### src/hw/cu_params.svh
`ifndef CU_PARAMS_SVH
`define CU_PARAMS_SVH

// Instruction register and data bus width
`define CU_DATA_W 8

// Condition code register holds N, Z, V and C
`define CU_CCR_W 4

// ALU function select
`define CU_ALU_SEL_W 3

// Width of each of the two bus source selects
`define CU_BUS_SEL_W 2

// Flag positions inside the condition code register
`define CU_FLAG_N 3 // Negative
`define CU_FLAG_Z 2 // Zero
`define CU_FLAG_V 1 // Overflow
`define CU_FLAG_C 0 // Carry

`endif

### src/hw/cu_pkg.sv
`default_nettype none

`include "cu_params.svh"

package cu_pkg;

	typedef enum logic [`CU_DATA_W-1:0] {
		BRA     = 8'h20, // Branch always
		BMI     = 8'h21,
		BPL     = 8'h22,
		BEQ     = 8'h23,
		BNE     = 8'h24,
		BVS     = 8'h25,
		BVC     = 8'h26,
		BCS     = 8'h27,
		BCC     = 8'h28,
		ADD_AB  = 8'h42, // A <= A + B
		SUB_AB  = 8'h43,
		AND_AB  = 8'h44,
		OR_AB   = 8'h45,
		INCA    = 8'h46,
		DECA    = 8'h48,
		XOR_AB  = 8'h4A,
		NOTA    = 8'h4B,
		LDA_IMM = 8'h86, // Operand is the value itself
		LDA_DIR = 8'h87, // Operand is the address of the value
		LDB_IMM = 8'h88,
		LDB_DIR = 8'h89,
		STA_DIR = 8'h96,
		STB_DIR = 8'h97
	} opcode_e;

	typedef enum logic [`CU_ALU_SEL_W-1:0] {
		ALU_ADD = 3'd0,
		ALU_INC = 3'd1,
		ALU_SUB = 3'd2,
		ALU_DEC = 3'd3,
		ALU_AND = 3'd4,
		ALU_OR  = 3'd5,
		ALU_XOR = 3'd6,
		ALU_NOT = 3'd7
	} alu_op_e;

	typedef enum logic [`CU_BUS_SEL_W-1:0] {
		BUS1_PC = 2'd0,
		BUS1_A  = 2'd1,
		BUS1_B  = 2'd2
	} bus1_sel_e;

	// Bus2 feeds MAR, PC, IR, A and B
	typedef enum logic [`CU_BUS_SEL_W-1:0] {
		BUS2_ALU  = 2'd0,
		BUS2_BUS1 = 2'd1,
		BUS2_MEM  = 2'd2
	} bus2_sel_e;

	typedef enum logic [2:0] {
		CLS_LD_IMM,
		CLS_LD_DIR,
		CLS_ST_DIR,
		CLS_ALU,
		CLS_BRANCH,
		CLS_UNDEF
	} instr_class_e;

	typedef enum logic {
		REG_A,
		REG_B
	} reg_sel_e;

	typedef enum logic [3:0] {
		COND_ALWAYS,
		COND_N_SET,
		COND_N_CLR,
		COND_Z_SET,
		COND_Z_CLR,
		COND_V_SET,
		COND_V_CLR,
		COND_C_SET,
		COND_C_CLR
	} branch_cond_e;

	typedef enum logic [3:0] {
		PH_FETCH_MAR,
		PH_FETCH_INC,
		PH_FETCH_IR,
		PH_DECODE,
		PH_OPR_MAR,  // Operand address from PC
		PH_OPR_INC,
		PH_ADDR_MAR, // Operand byte becomes the address
		PH_MEM_WAIT,
		PH_REG_LOAD,
		PH_STORE,
		PH_ALU_EXEC,
		PH_PC_LOAD,
		PH_SKIP_INC  // Step over the unused branch target
	} phase_e;

	typedef struct packed {
		instr_class_e cls;
		reg_sel_e     reg_sel;
		alu_op_e      alu_op;
		branch_cond_e cond;
	} decoded_instr_t;

	typedef struct packed {
		logic      ir_load;
		logic      mar_load;
		logic      pc_load;
		logic      pc_inc;
		logic      a_load;
		logic      b_load;
		logic      ccr_load;
		alu_op_e   alu_sel;
		bus1_sel_e bus1_sel;
		bus2_sel_e bus2_sel;
		logic      write;
	} ctrl_word_t;

endpackage

`default_nettype wire

### src/hw/opcode_decoder.sv
`default_nettype none

`include "cu_params.svh"

module opcode_decoder
(
	input  logic [`CU_DATA_W-1:0]  ir,
	output cu_pkg::decoded_instr_t dec
);

	import cu_pkg::*;

	always_comb
	begin
		case (ir)
			LDA_IMM, LDB_IMM: dec.cls = CLS_LD_IMM;
			LDA_DIR, LDB_DIR: dec.cls = CLS_LD_DIR;
			STA_DIR, STB_DIR: dec.cls = CLS_ST_DIR;
			ADD_AB, SUB_AB, AND_AB, OR_AB,
			INCA, DECA, XOR_AB, NOTA: dec.cls = CLS_ALU;
			BRA, BMI, BPL, BEQ, BNE,
			BVS, BVC, BCS, BCC: dec.cls = CLS_BRANCH;
			default: dec.cls = CLS_UNDEF; // INCB, NOTB and friends land here too
		endcase

		case (ir)
			LDB_IMM, LDB_DIR, STB_DIR: dec.reg_sel = REG_B;
			default: dec.reg_sel = REG_A;
		endcase

		// Only A-target operations exist
		case (ir)
			SUB_AB: dec.alu_op = ALU_SUB;
			AND_AB: dec.alu_op = ALU_AND;
			OR_AB: dec.alu_op = ALU_OR;
			INCA: dec.alu_op = ALU_INC;
			DECA: dec.alu_op = ALU_DEC;
			XOR_AB: dec.alu_op = ALU_XOR;
			NOTA: dec.alu_op = ALU_NOT;
			default: dec.alu_op = ALU_ADD;
		endcase

		case (ir)
			BMI: dec.cond = COND_N_SET;
			BPL: dec.cond = COND_N_CLR;
			BEQ: dec.cond = COND_Z_SET;
			BNE: dec.cond = COND_Z_CLR;
			BVS: dec.cond = COND_V_SET;
			BVC: dec.cond = COND_V_CLR;
			BCS: dec.cond = COND_C_SET;
			BCC: dec.cond = COND_C_CLR;
			default: dec.cond = COND_ALWAYS; // BRA and non-branches
		endcase
	end

endmodule

`default_nettype wire

### src/hw/phase_sequencer.sv
`default_nettype none

`include "cu_params.svh"

module phase_sequencer
(
	input  logic                   Clk,
	input  logic                   Reset,
	input  cu_pkg::decoded_instr_t dec,
	input  logic [`CU_CCR_W-1:0]   ccr,
	output cu_pkg::phase_e         phase
);

	import cu_pkg::*;

	phase_e next_phase;

	function automatic logic cond_met(input branch_cond_e cond, input logic [`CU_CCR_W-1:0] flags);
		case (cond)
			COND_ALWAYS: return 1'b1;
			COND_N_SET: return flags[`CU_FLAG_N];
			COND_N_CLR: return !flags[`CU_FLAG_N];
			COND_Z_SET: return flags[`CU_FLAG_Z];
			COND_Z_CLR: return !flags[`CU_FLAG_Z];
			COND_V_SET: return flags[`CU_FLAG_V];
			COND_V_CLR: return !flags[`CU_FLAG_V];
			COND_C_SET: return flags[`CU_FLAG_C];
			COND_C_CLR: return !flags[`CU_FLAG_C];
			default: return 1'b0;
		endcase
	endfunction

	always_ff @(posedge Clk or negedge Reset)
	begin
		if (!Reset)
			phase <= PH_FETCH_MAR;
		else
			phase <= next_phase;
	end

	// IR is stable from PH_DECODE onward, so dec steers every execute phase
	always_comb
	begin
		next_phase = PH_FETCH_MAR;
		case (phase)
			PH_FETCH_MAR: next_phase = PH_FETCH_INC;
			PH_FETCH_INC: next_phase = PH_FETCH_IR;
			PH_FETCH_IR: next_phase = PH_DECODE;
			PH_DECODE:
			begin
				case (dec.cls)
					CLS_LD_IMM, CLS_LD_DIR, CLS_ST_DIR: next_phase = PH_OPR_MAR;
					CLS_ALU: next_phase = PH_ALU_EXEC;
					CLS_BRANCH: next_phase = cond_met(dec.cond, ccr) ? PH_OPR_MAR : PH_SKIP_INC;
					default: next_phase = PH_FETCH_MAR; // Undefined opcode is a 4-cycle no-op
				endcase
			end
			PH_OPR_MAR: next_phase = (dec.cls == CLS_BRANCH) ? PH_MEM_WAIT : PH_OPR_INC;
			PH_OPR_INC: next_phase = (dec.cls == CLS_LD_IMM) ? PH_REG_LOAD : PH_ADDR_MAR;
			PH_ADDR_MAR: next_phase = (dec.cls == CLS_ST_DIR) ? PH_STORE : PH_MEM_WAIT;
			PH_MEM_WAIT: next_phase = (dec.cls == CLS_BRANCH) ? PH_PC_LOAD : PH_REG_LOAD;
			default: next_phase = PH_FETCH_MAR; // Final phase of every class
		endcase
	end

endmodule

`default_nettype wire

### src/hw/control_word_gen.sv
`default_nettype none

module control_word_gen
(
	input  cu_pkg::phase_e         phase,
	input  cu_pkg::decoded_instr_t dec,
	output cu_pkg::ctrl_word_t     ctrl
);

	import cu_pkg::*;

	always_comb
	begin
		ctrl = '0; // No strobes, ALU add, PC on bus1
		case (phase)
			PH_FETCH_MAR:
			begin
				ctrl.mar_load = 1'b1; // PC into MAR for the opcode
				ctrl.bus2_sel = BUS2_BUS1;
			end
			PH_FETCH_INC:
			begin
				ctrl.pc_inc = 1'b1;
				ctrl.bus2_sel = BUS2_BUS1;
			end
			PH_FETCH_IR:
			begin
				ctrl.ir_load = 1'b1;
				ctrl.bus2_sel = BUS2_MEM;
			end
			PH_DECODE: ctrl.bus2_sel = BUS2_BUS1;
			PH_OPR_MAR:
			begin
				ctrl.mar_load = 1'b1;
				ctrl.bus2_sel = BUS2_BUS1;
			end
			PH_OPR_INC:
			begin
				ctrl.pc_inc = 1'b1;
				ctrl.bus2_sel = BUS2_MEM;
			end
			PH_ADDR_MAR:
			begin
				ctrl.mar_load = 1'b1; // Operand byte is the data address
				ctrl.bus2_sel = BUS2_MEM;
			end
			PH_MEM_WAIT: ctrl.bus2_sel = BUS2_MEM;
			PH_REG_LOAD:
			begin
				ctrl.a_load = (dec.reg_sel == REG_A);
				ctrl.b_load = (dec.reg_sel == REG_B);
				ctrl.bus2_sel = BUS2_MEM;
			end
			PH_STORE:
			begin
				ctrl.write = 1'b1;
				ctrl.bus1_sel = (dec.reg_sel == REG_B) ? BUS1_B : BUS1_A;
				ctrl.bus2_sel = BUS2_ALU;
			end
			PH_ALU_EXEC:
			begin
				ctrl.a_load = 1'b1;
				ctrl.ccr_load = 1'b1; // Flags follow the ALU result
				ctrl.alu_sel = dec.alu_op;
				ctrl.bus1_sel = BUS1_A;
				ctrl.bus2_sel = BUS2_ALU;
			end
			PH_PC_LOAD:
			begin
				ctrl.pc_load = 1'b1; // Branch target from memory
				ctrl.bus2_sel = BUS2_MEM;
			end
			PH_SKIP_INC:
			begin
				ctrl.pc_inc = 1'b1;
				ctrl.bus2_sel = BUS2_MEM;
			end
			default: ctrl.bus2_sel = BUS2_ALU;
		endcase
	end

endmodule

`default_nettype wire

### src/hw/control_unit.sv
`default_nettype none

`include "cu_params.svh"

module control_unit
(
	input  logic                 Clk,
	input  logic                 Reset,
	input  logic [`CU_DATA_W-1:0] ir,
	input  logic [`CU_CCR_W-1:0]  ccr,
	output cu_pkg::ctrl_word_t   ctrl
);

	import cu_pkg::*;

	decoded_instr_t dec;
	phase_e         phase;

	opcode_decoder u_decoder (
		.ir  (ir),
		.dec (dec)
	);

	phase_sequencer u_sequencer (
		.Clk   (Clk),
		.Reset (Reset),
		.dec   (dec),
		.ccr   (ccr),
		.phase (phase)
	);

	control_word_gen u_word_gen (
		.phase (phase),
		.dec   (dec),
		.ctrl  (ctrl)
	);

endmodule

`default_nettype wire

### config.mk
export PLATFORM = sky130hd
export DESIGN_NAME = control_unit
export DESIGN_NICKNAME = d
export VERILOG_FILES = /design/src/hw/cu_pkg.sv /design/src/hw/opcode_decoder.sv /design/src/hw/phase_sequencer.sv /design/src/hw/control_word_gen.sv /design/src/hw/control_unit.sv
export VERILOG_INCLUDE_DIRS = /design/src /design/src/hw
export SDC_FILE = /design/constraint.sdc
export NUM_CORES = 1
export LEC_CHECK = 0
export ABC_AREA = 0
export BUFFER_PORTS_ARGS = -buffer_cell sky130_fd_sc_hd__buf_2
export CAP_MARGIN = 20
export CELL_PAD_IN_SITES_DETAIL_PLACEMENT = 2
export CELL_PAD_IN_SITES_GLOBAL_PLACEMENT = 2
export CORE_UTILIZATION = 27
export DETAILED_ROUTE_END_ITERATION = 8
export HOLD_SLACK_MARGIN = 0.06
export PLACE_DENSITY = 0.89
export SLEW_MARGIN = 20
export SYNTH_ARGS = -nofsm -noshare
export SYNTH_HDL_FRONTEND = slang
export SYNTH_SLANG_ARGS = --single-unit
### constraint.sdc
create_clock -name Clk -period 2.5 [get_ports Clk]
set_input_delay 0.25 -clock Clk [delete_from_list [all_inputs] [get_ports Clk]]
set_output_delay 0.25 -clock Clk [all_outputs]
set_load 0.005 [all_outputs]
==> flow_summary.json, run 1 <==
{
  "status": "finished clean",
  "ys_seq_area_share_pct": 14.1,
  "drtAntennaViolNets": 0,
  "ys_warn_count": 0,
  "die_area_sq_um": 2840,
  "grt_usage_pct": 18.3,
  "final_area_sq_um": 880,
  "syn_area_sq_um": 709,
  "placed_area_sq_um": 847,
  "clock_power_share_pct": 12.7,
  "insertion_delay_ps": 230,
  "vias": 865,
  "syn_inst": 97,
  "power.density_nw_per_um2": 691,
  "die_h_um": 53.3,
  "seqPwrFrac_pct": 21.3,
  "path_clk_slew_ps": 40,
  "grt_pass1_vias": 835,
  "relSlewSlack_pct": 64.1,
  "grt_max_degree": 19,
  "synth-edff-count": 0,
  "wl_per_cell_um": 16.6,
  "arrival_ps": 1820,
  "async_reset_ff_share_pct": 100,
  "p_comb_share_pct": 66.1,
  "register_area_sq_um": 100,
  "worst-path-buf-inv": 1,
  "drc": 0,
  "antenna_found_initial": 0,
  "cts_tree": "done",
  "reg2reg_depth": 4,
  "tightestPinTransition_ps": 530,
  "fin_skew_ps": 1.64,
  "place_congestion": 0.741,
  "worst-r2r-setup-slack_ps": 1030,
  "setup_violations": 0,
  "fp.coreArea_sq_um": 2480,
  "final_common_cell": "buf_2",
  "largest_registers": "u_sequencer.phase x4",
  "syn_nets": 111,
  "min_period_over_period_pct": 82.9,
  "rows": 18,
  "multi_input_area_sq_um": 551,
  "most-common-layout-cells": "buf_2 (28), nor2_1 (12), nand2_1 (7)",
  "end_kind": "output pin",
  "clock_path_buffers": 2,
  "tns_ps": 0,
  "rr_startpoint": "u_sequencer.phase[3]",
  "root_buffer": "clkbuf_4",
  "diodes": 0,
  "r2r-end": "u_sequencer.phase[3]",
  "fp.dieW_um": 53.3,
  "max_freq_ghz": 0.483,
  "dr.pass1.iters": 4,
  "critPathRequiredTime_ps": 2250,
  "critPathTopFamily": "simple AND/OR/NAND/NOR gates",
  "hold_violations": 0,
  "routed_wl_um": 2510,
  "cp_max_fo": 12,
  "drv_cap": 0,
  "clock_sinks": 4,
  "peakVddDrop_mv": 0.299,
  "use_met2_pct": 36.0,
  "crit_type": "register to output pin",
  "io-pin-count": 29,
  "layout_setup_ws_ps": 428,
  "viasPerCell": 5.73,
  "cts_buffers": 3,
  "fillers": 317,
  "utilization_pct": 35.5,
  "grt_pass1_wl_um": 3800,
  "period_minus_slack_ps": 2070,
  "crit_path_top_delay_cell": "dfrtp_1",
  "top_usage_layer": "met2",
  "path_cells": "nand2b_1 -> nor2_1 -> nand2_1 -> a211oi_1 -> buf_2",
  "maxSlewViolCount": 0,
  "switchingPower_uw": 302,
  "synth_cell_types": 43,
  "syn2layout_area_growth_pct": 24.0,
  "rsz0062_at_grt": "no",
  "initial_core_util_pct": 28.6,
  "dp_hpwl_um": 1950,
  "yosys_register_bits": 4,
  "internal_power_uw": 306,
  "cts_max_level": 1,
  "grt-ovfl-total": 0,
  "grt_use_met1_pct": 20.3,
  "leakagePower_uw": 0.000381,
  "drt_iter0_markers": 6,
  "hold_class": "input pin to async pin",
  "start_kind": "register",
  "regMostFlops": "u_sequencer.phase",
  "power_switching_share_pct": 49.7,
  "cpPeakStageDelay_ps": 560,
  "grt_use_met3_pct": 2.30,
  "io_buffers": 28,
  "largest_reg_flops": 4,
  "drive_above_1_share_pct": 32.2,
  "nNetsFinal": 137,
  "pre_cts_ws_ps": 674,
  "synth_top_flop_cell": "dfrtp_1",
  "avgSynthCellArea_sq_um": 7.31
}
-- cells in the mapped netlist (2+ instances only) --
master | number | area share, %
nor3_1 | 3 | 2.1
a31oi_1 | 2 | 1.8
a211oi_1 | 2 | 2.1
o21a_1 | 2 | 2.1
buf_2 | 2 | 1.4
nor2b_1 | 4 | 3.5
nor2_1 | 12 | 6.3
a311oi_1 | 2 | 2.5
nand2b_1 | 4 | 3.5
mux2i_1 | 2 | 2.8
nor4_1 | 2 | 1.8
a22oi_1 | 2 | 2.1
o211ai_2 | 2 | 3.5
nor4b_1 | 2 | 2.5
xnor2_1 | 2 | 2.5
o211ai_1 | 3 | 3.2
nand2_1 | 7 | 3.7
dfrtp_1 | 4 | 14
clkbuf_1 | 5 | 2.6
nor3b_1 | 2 | 2.1
a21oi_1 | 6 | 4.2
o21ai_0 | 2 | 1.4
inv_1 | 3 | 1.6
-- worst max-delay path by stage --
stage / depth (start not counted) / startpoint / slack, ps / to
floorplan: 5 / u_sequencer.phase[2] / 900 / ctrl[6]
global placement: 5 / u_sequencer.phase[2] / 760 / ctrl[6]
detailed placement: 5 / u_sequencer.phase[2] / 670 / ctrl[6]
CTS: 5 / u_sequencer.phase[2] / 410 / ctrl[6]
global route: 5 / u_sequencer.phase[2] / 290 / ctrl[6]
finish: 5 / u_sequencer.phase[3] / 430 / ctrl[6]
-- timing repair --
item / in CTS / in global routing
hold endpoints to repair: 4 / 0
setup buffers: 0 / 0
resized for setup: 0 / 0
hold buffers: 1 / 0
-- layout make-up --
cell class / count / area share, %
clock buffers: 3 / 2.56
inverters: 3 / 1.28
multi-input cells: 81 / 62.6
flip-flops and latches: 4 / 11.4
well taps: 30 / 4.27
repair buffers: 30 / 17.9
-- routing by layer --
| metal | vias to the layer above | wire length [um] |
|---|---|---|
| met4 | 0 | 31 |
| met5 | - | 0 |
| met2 | 25 | 1360 |
| met3 | 2 | 98 |
| met1 | 420 | 1020 |
| li1 | 418 | - |
-- power by group through the flow --
stage               Combinational [uW]  Clock, uW  Sequential (uW)
floorplan                          299          0             93.2
global placement                   379          0              127
detailed placement                 397          0              130
CTS                                405       81.4              130
global route                       444       83.0              134
finish                             402       77.0              129
-- stage by stage --
step	power, uW	hold slack [ps]	instances
after floorplan	392	-45.6	97
after global placement	506	56.4	147
after detailed placement	527	55.4	147
after CTS	617	350	151
after global routing	661	376	151
final	608	362	151
-- logic make-up after synthesis --
family	after synthesis	share of synthesized area (%)
compound gates	32	33.9
simple gates	44	36.9
xor+xnor	2	2.47
buf+inv	12	8.29
flops	4	14.1
mux	3	4.41
Power figures use the tool's default switching activity.
==> run 2: changes to the inputs <==
CORE_UTILIZATION = 25   (was 27)
PLACE_DENSITY = 0.84   (was 0.89)
clock period = 2 ns   (was 2.5 ns; I/O delays follow)
==> flow_summary.json, run 2 (synthesis gave the netlist of run 1 again) <==
{
  "status": "finished clean",
  "drt_iter0_markers": 23,
  "cpPeakStageDelay_ps": 360,
  "leakagePower_uw": 0.000401,
  "nNetsFinal": 141,
  "worst-path-buf-inv": 1,
  "relSlewSlack_pct": 72.2,
  "arrival_ps": 1640,
  "drive_above_1_share_pct": 35.2,
  "grt_pass1_wl_um": 4530,
  "cts_tree": "done",
  "rows": 18,
  "dp_cells": 151,
  "max_freq_ghz": 0.543,
  "end_kind": "output pin",
  "largest_registers": "u_sequencer.phase x4",
  "most-common-layout-cells": "buf_2 (28), nor2_1 (12), nand2_1 (7)",
  "die_area_sq_um": 3050,
  "syn2layout_area_growth_pct": 28.4,
  "critPathRequiredTime_ps": 1800,
  "die_h_um": 55.3,
  "path_cells": "nand2b_1 -> nor2_1 -> nand2_1 -> a211oi_1 -> buf_2",
  "min_period_over_period_pct": 92.1,
  "fin_cells": 155,
  "crit_path_top_delay_cell": "dfrtp_1",
  "peakVddDrop_mv": 0.504,
  "regMostFlops": "u_sequencer.phase",
  "grt_max_degree": 19,
  "layout_setup_ws_ps": 158,
  "grt_usage_pct": 18.4,
  "path_clk_slew_ps": 40,
  "worst-path-stages": 5,
  "cts_max_level": 1,
  "start_kind": "register",
  "wl_per_cell_um": 17.1,
  "hold_violations": 0,
  "viasPerCell": 5.59,
  "power.density_nw_per_um2": 857,
  "dr.pass1.iters": 4,
  "critPathTopFamily": "simple AND/OR/NAND/NOR gates",
  "io-pin-count": 29,
  "rsz0062_at_grt": "no",
  "fp.coreArea_sq_um": 2570,
  "routed_wl_um": 2650,
  "diodes": 0,
  "fin_skew_ps": 1.29,
  "vias": 866,
  "tightestPinTransition_ps": 415,
  "antenna_found_initial": 0,
  "period_minus_slack_ps": 1840,
  "grt-ovfl-total": 0,
  "holdWs_ps": 299,
  "grt_pass1_vias": 934,
  "pre_cts_ws_ps": 394,
  "drv_cap": 0,
  "insertion_delay_ps": 240,
  "hold_class": "input pin to async pin",
  "drtAntennaViolNets": 0,
  "utilization_pct": 35.5,
  "root_buffer": "clkbuf_4",
  "largest_reg_flops": 4,
  "io_buffers": 28,
  "initial_core_util_pct": 27.6,
  "drc": 0,
  "tns_ps": 0,
  "fp.dieW_um": 55.3,
  "crit_type": "register to output pin",
  "setup_violations": 0,
  "cts_buffers": 3,
  "reg2reg_depth": 5,
  "clock_path_buffers": 2,
  "clock_sinks": 4,
  "cp_max_fo": 7,
  "post_cts_buffers": 0,
  "maxSlewViolCount": 0,
  "final_common_cell": "buf_2",
  "dp_hpwl_um": 2080,
  "place_congestion": 0.801
}
run 2: what timing repair did:
action,in CTS,in global routing
hold buffers,1,0
endpoints found under the setup margin,0,1
hold endpoints to repair,4,0
gates resized for setup,0,1
run 2: cell type report:
type	count	area, sq um
tap	30	37.5
clock buffer	3	22.5
fill	315	1660
multi-input combinational	81	551
inverter	3	11.3
sequential	4	101
timing repair buffer	34	188
run 2: final timing paths:
path / start / endpoint / slack, ps
min: Reset / u_sequencer.phase[3] / 300
max: u_sequencer.phase[2] / ctrl[6] / 160
min reg2reg: u_sequencer.phase[3] / u_sequencer.phase[0] / 620
min in group Clk: ccr[0] / u_sequencer.phase[3] / 310
max in group asynchronous: Reset / u_sequencer.phase[1] / 1570
max reg2reg: u_sequencer.phase[3] / u_sequencer.phase[3] / 590
run 2: routing by layer:
metal	track usage, %	vias up	part of all wire (%)
met4	4.29	0	0.23
li1	-	426	-
met5	0	-	0
met1	22.6	420	45
met2	33.7	18	52
met3	2.58	2	2.8
run 2: stage by stage:
stage	instance area [sq um]	total power, uW
after global placement	877	643
after detailed placement	877	675
after CTS	910	787
final	911	781
after global routing	911	861
after floorplan	709	490
run 2: power breakdown:
group / switching (uW) / internal [uW]
sequential: 36.9 / 112
combinational: 311 / 217
clock: 36.0 / 67.3
==> run 3: changes to the inputs <==
CTS_CLUSTER_SIZE = 25   (was unset)
RECOVER_POWER = 25   (was unset)
==> flow_summary.json, run 3 (synthesis gave the netlist of run 1 again) <==
{
  "period_minus_slack_ps": 1840,
  "crit_type": "register to output pin",
  "path_clk_slew_ps": 40,
  "multi_input_area_sq_um": 547,
  "drv_cap": 0,
  "maxSlewViolCount": 0,
  "antenna_found_initial": 0,
  "clock_sinks": 4,
  "clock_path_buffers": 2,
  "dr.pass1.iters": 4,
  "end_kind": "output pin",
  "cpPeakStageDelay_ps": 360,
  "leakagePower_uw": 0.000397,
  "routed_wl_um": 2660,
  "path_cells": "nand2b_1 -> nor2_1 -> nand2_1 -> a211oi_1 -> buf_2",
  "drc": 0,
  "status": "finished clean",
  "final_area_sq_um": 906,
  "min_period_over_period_pct": 92.2,
  "rsz0062_at_grt": "no",
  "drtAntennaViolNets": 0,
  "placed_area_sq_um": 877,
  "drt_iter0_markers": 25,
  "hold_violations": 0,
  "power.density_nw_per_um2": 862,
  "io-pin-count": 29,
  "largest_reg_flops": 4,
  "critPathTopFamily": "simple AND/OR/NAND/NOR gates",
  "tns_ps": 0,
  "syn2layout_area_growth_pct": 27.7,
  "grt-ovfl-total": 0,
  "register_area_sq_um": 101,
  "fp.coreArea_sq_um": 2570,
  "io_buffers": 28,
  "die_h_um": 55.3,
  "die_area_sq_um": 3050,
  "nNetsFinal": 141,
  "tightestPinTransition_ps": 415,
  "viasPerCell": 5.60,
  "critPathRequiredTime_ps": 1800,
  "arrival_ps": 1640,
  "setup_violations": 0,
  "dp_hpwl_um": 2080,
  "max_freq_ghz": 0.543,
  "grt_usage_pct": 18.4,
  "wl_per_cell_um": 17.2,
  "fillers": 318,
  "cts_buffers": 3,
  "start_kind": "register",
  "regMostFlops": "u_sequencer.phase",
  "fp.dieW_um": 55.3,
  "grt_pass1_vias": 934,
  "initial_core_util_pct": 27.6,
  "cp_max_fo": 7,
  "fin_skew_ps": 1.29,
  "cts_tree": "done",
  "diodes": 0,
  "most-common-layout-cells": "buf_2 (27), nor2_1 (12), nand2_1 (7)",
  "peakVddDrop_mv": 0.506,
  "relSlewSlack_pct": 72.2,
  "root_buffer": "clkbuf_4",
  "rows": 18,
  "drive_above_1_share_pct": 33.6,
  "largest_registers": "u_sequencer.phase x4",
  "insertion_delay_ps": 240,
  "hold_class": "input pin to register",
  "final_common_cell": "buf_2",
  "grt_pass1_wl_um": 4530,
  "cts_max_level": 1,
  "worst-path-buf-inv": 1,
  "vias": 868,
  "place_congestion": 0.801,
  "crit_path_top_delay_cell": "dfrtp_1",
  "grt_max_degree": 19
}
==> run 3: worst paths after layout <==
path / from / end / slack (ps) / depth (start not counted)
max: u_sequencer.phase[2] / ctrl[6] / 160 / 5
min: ccr[0] / u_sequencer.phase[3] / 310 / 3
max reg2reg: u_sequencer.phase[3] / u_sequencer.phase[3] / 590 / 5
min reg2reg: u_sequencer.phase[3] / u_sequencer.phase[0] / 620 / 2
max in group asynchronous: Reset / u_sequencer.phase[1] / 1460 / 2
min in group asynchronous: Reset / u_sequencer.phase[3] / 330 / 2
==> run 3: stage by stage <==
stage / util, % / hold WS (ps) / setup WS (ps) / instances / power (uW)
2_1_floorplan: - / -95.6 / 446 / 97 / 490
3_3_place_gp: 34.2 / 10.6 / 434 / 151 / 643
3_5_place_dp: 34.2 / 11.9 / 394 / 151 / 675
4_1_cts: 35.4 / 292 / 115 / 155 / 787
5_1_grt: 35.3 / 325 / 5.38 / 155 / 860
6_report: 35.3 / 311 / 157 / 155 / 781
==> run 3: layout make-up <==
type / instances / share of cell area [%]
well taps: 30 / 4.14
multi-input cells: 81 / 60.4
repair buffers: 34 / 20.6
clock buffers: 3 / 2.49
inverters: 3 / 1.24
flip-flops and latches: 4 / 11.2
==> run 3: where the power goes <==
part	switching, uW	total [uW]	internal [uW]
clock network	36.0	103	67.3
logic	311	528	216
registers	37.7	150	112
total	385	781	396
==> run 3: layer usage <==
| layer | vias to the layer above | routed length (um) | global-route usage, % |
|---|---|---|---|
| met5 | - | 0 | 0 |
| met4 | 0 | 6 | 4.29 |
| met3 | 2 | 75 | 2.58 |
| met2 | 18 | 1370 | 33.7 |
| met1 | 421 | 1210 | 22.6 |
| li1 | 427 | - | - |
==> run 3: worst register-to-register path, stage by stage (launching register included) <==
cell and delay [ps]:
dfrtp_1 370, buf_4 170, nand4bb_1 270, nor4_1 290
o211ai_1 140, o211ai_2 80
==> run 3: timing repair <==
item | in CTS | in global routing
buffers inserted | 0 | 0
setup endpoints to repair | 0 | 1
hold endpoints to repair | 4 | 0
hold buffers | 1 | 0
resized for setup | 0 | 1
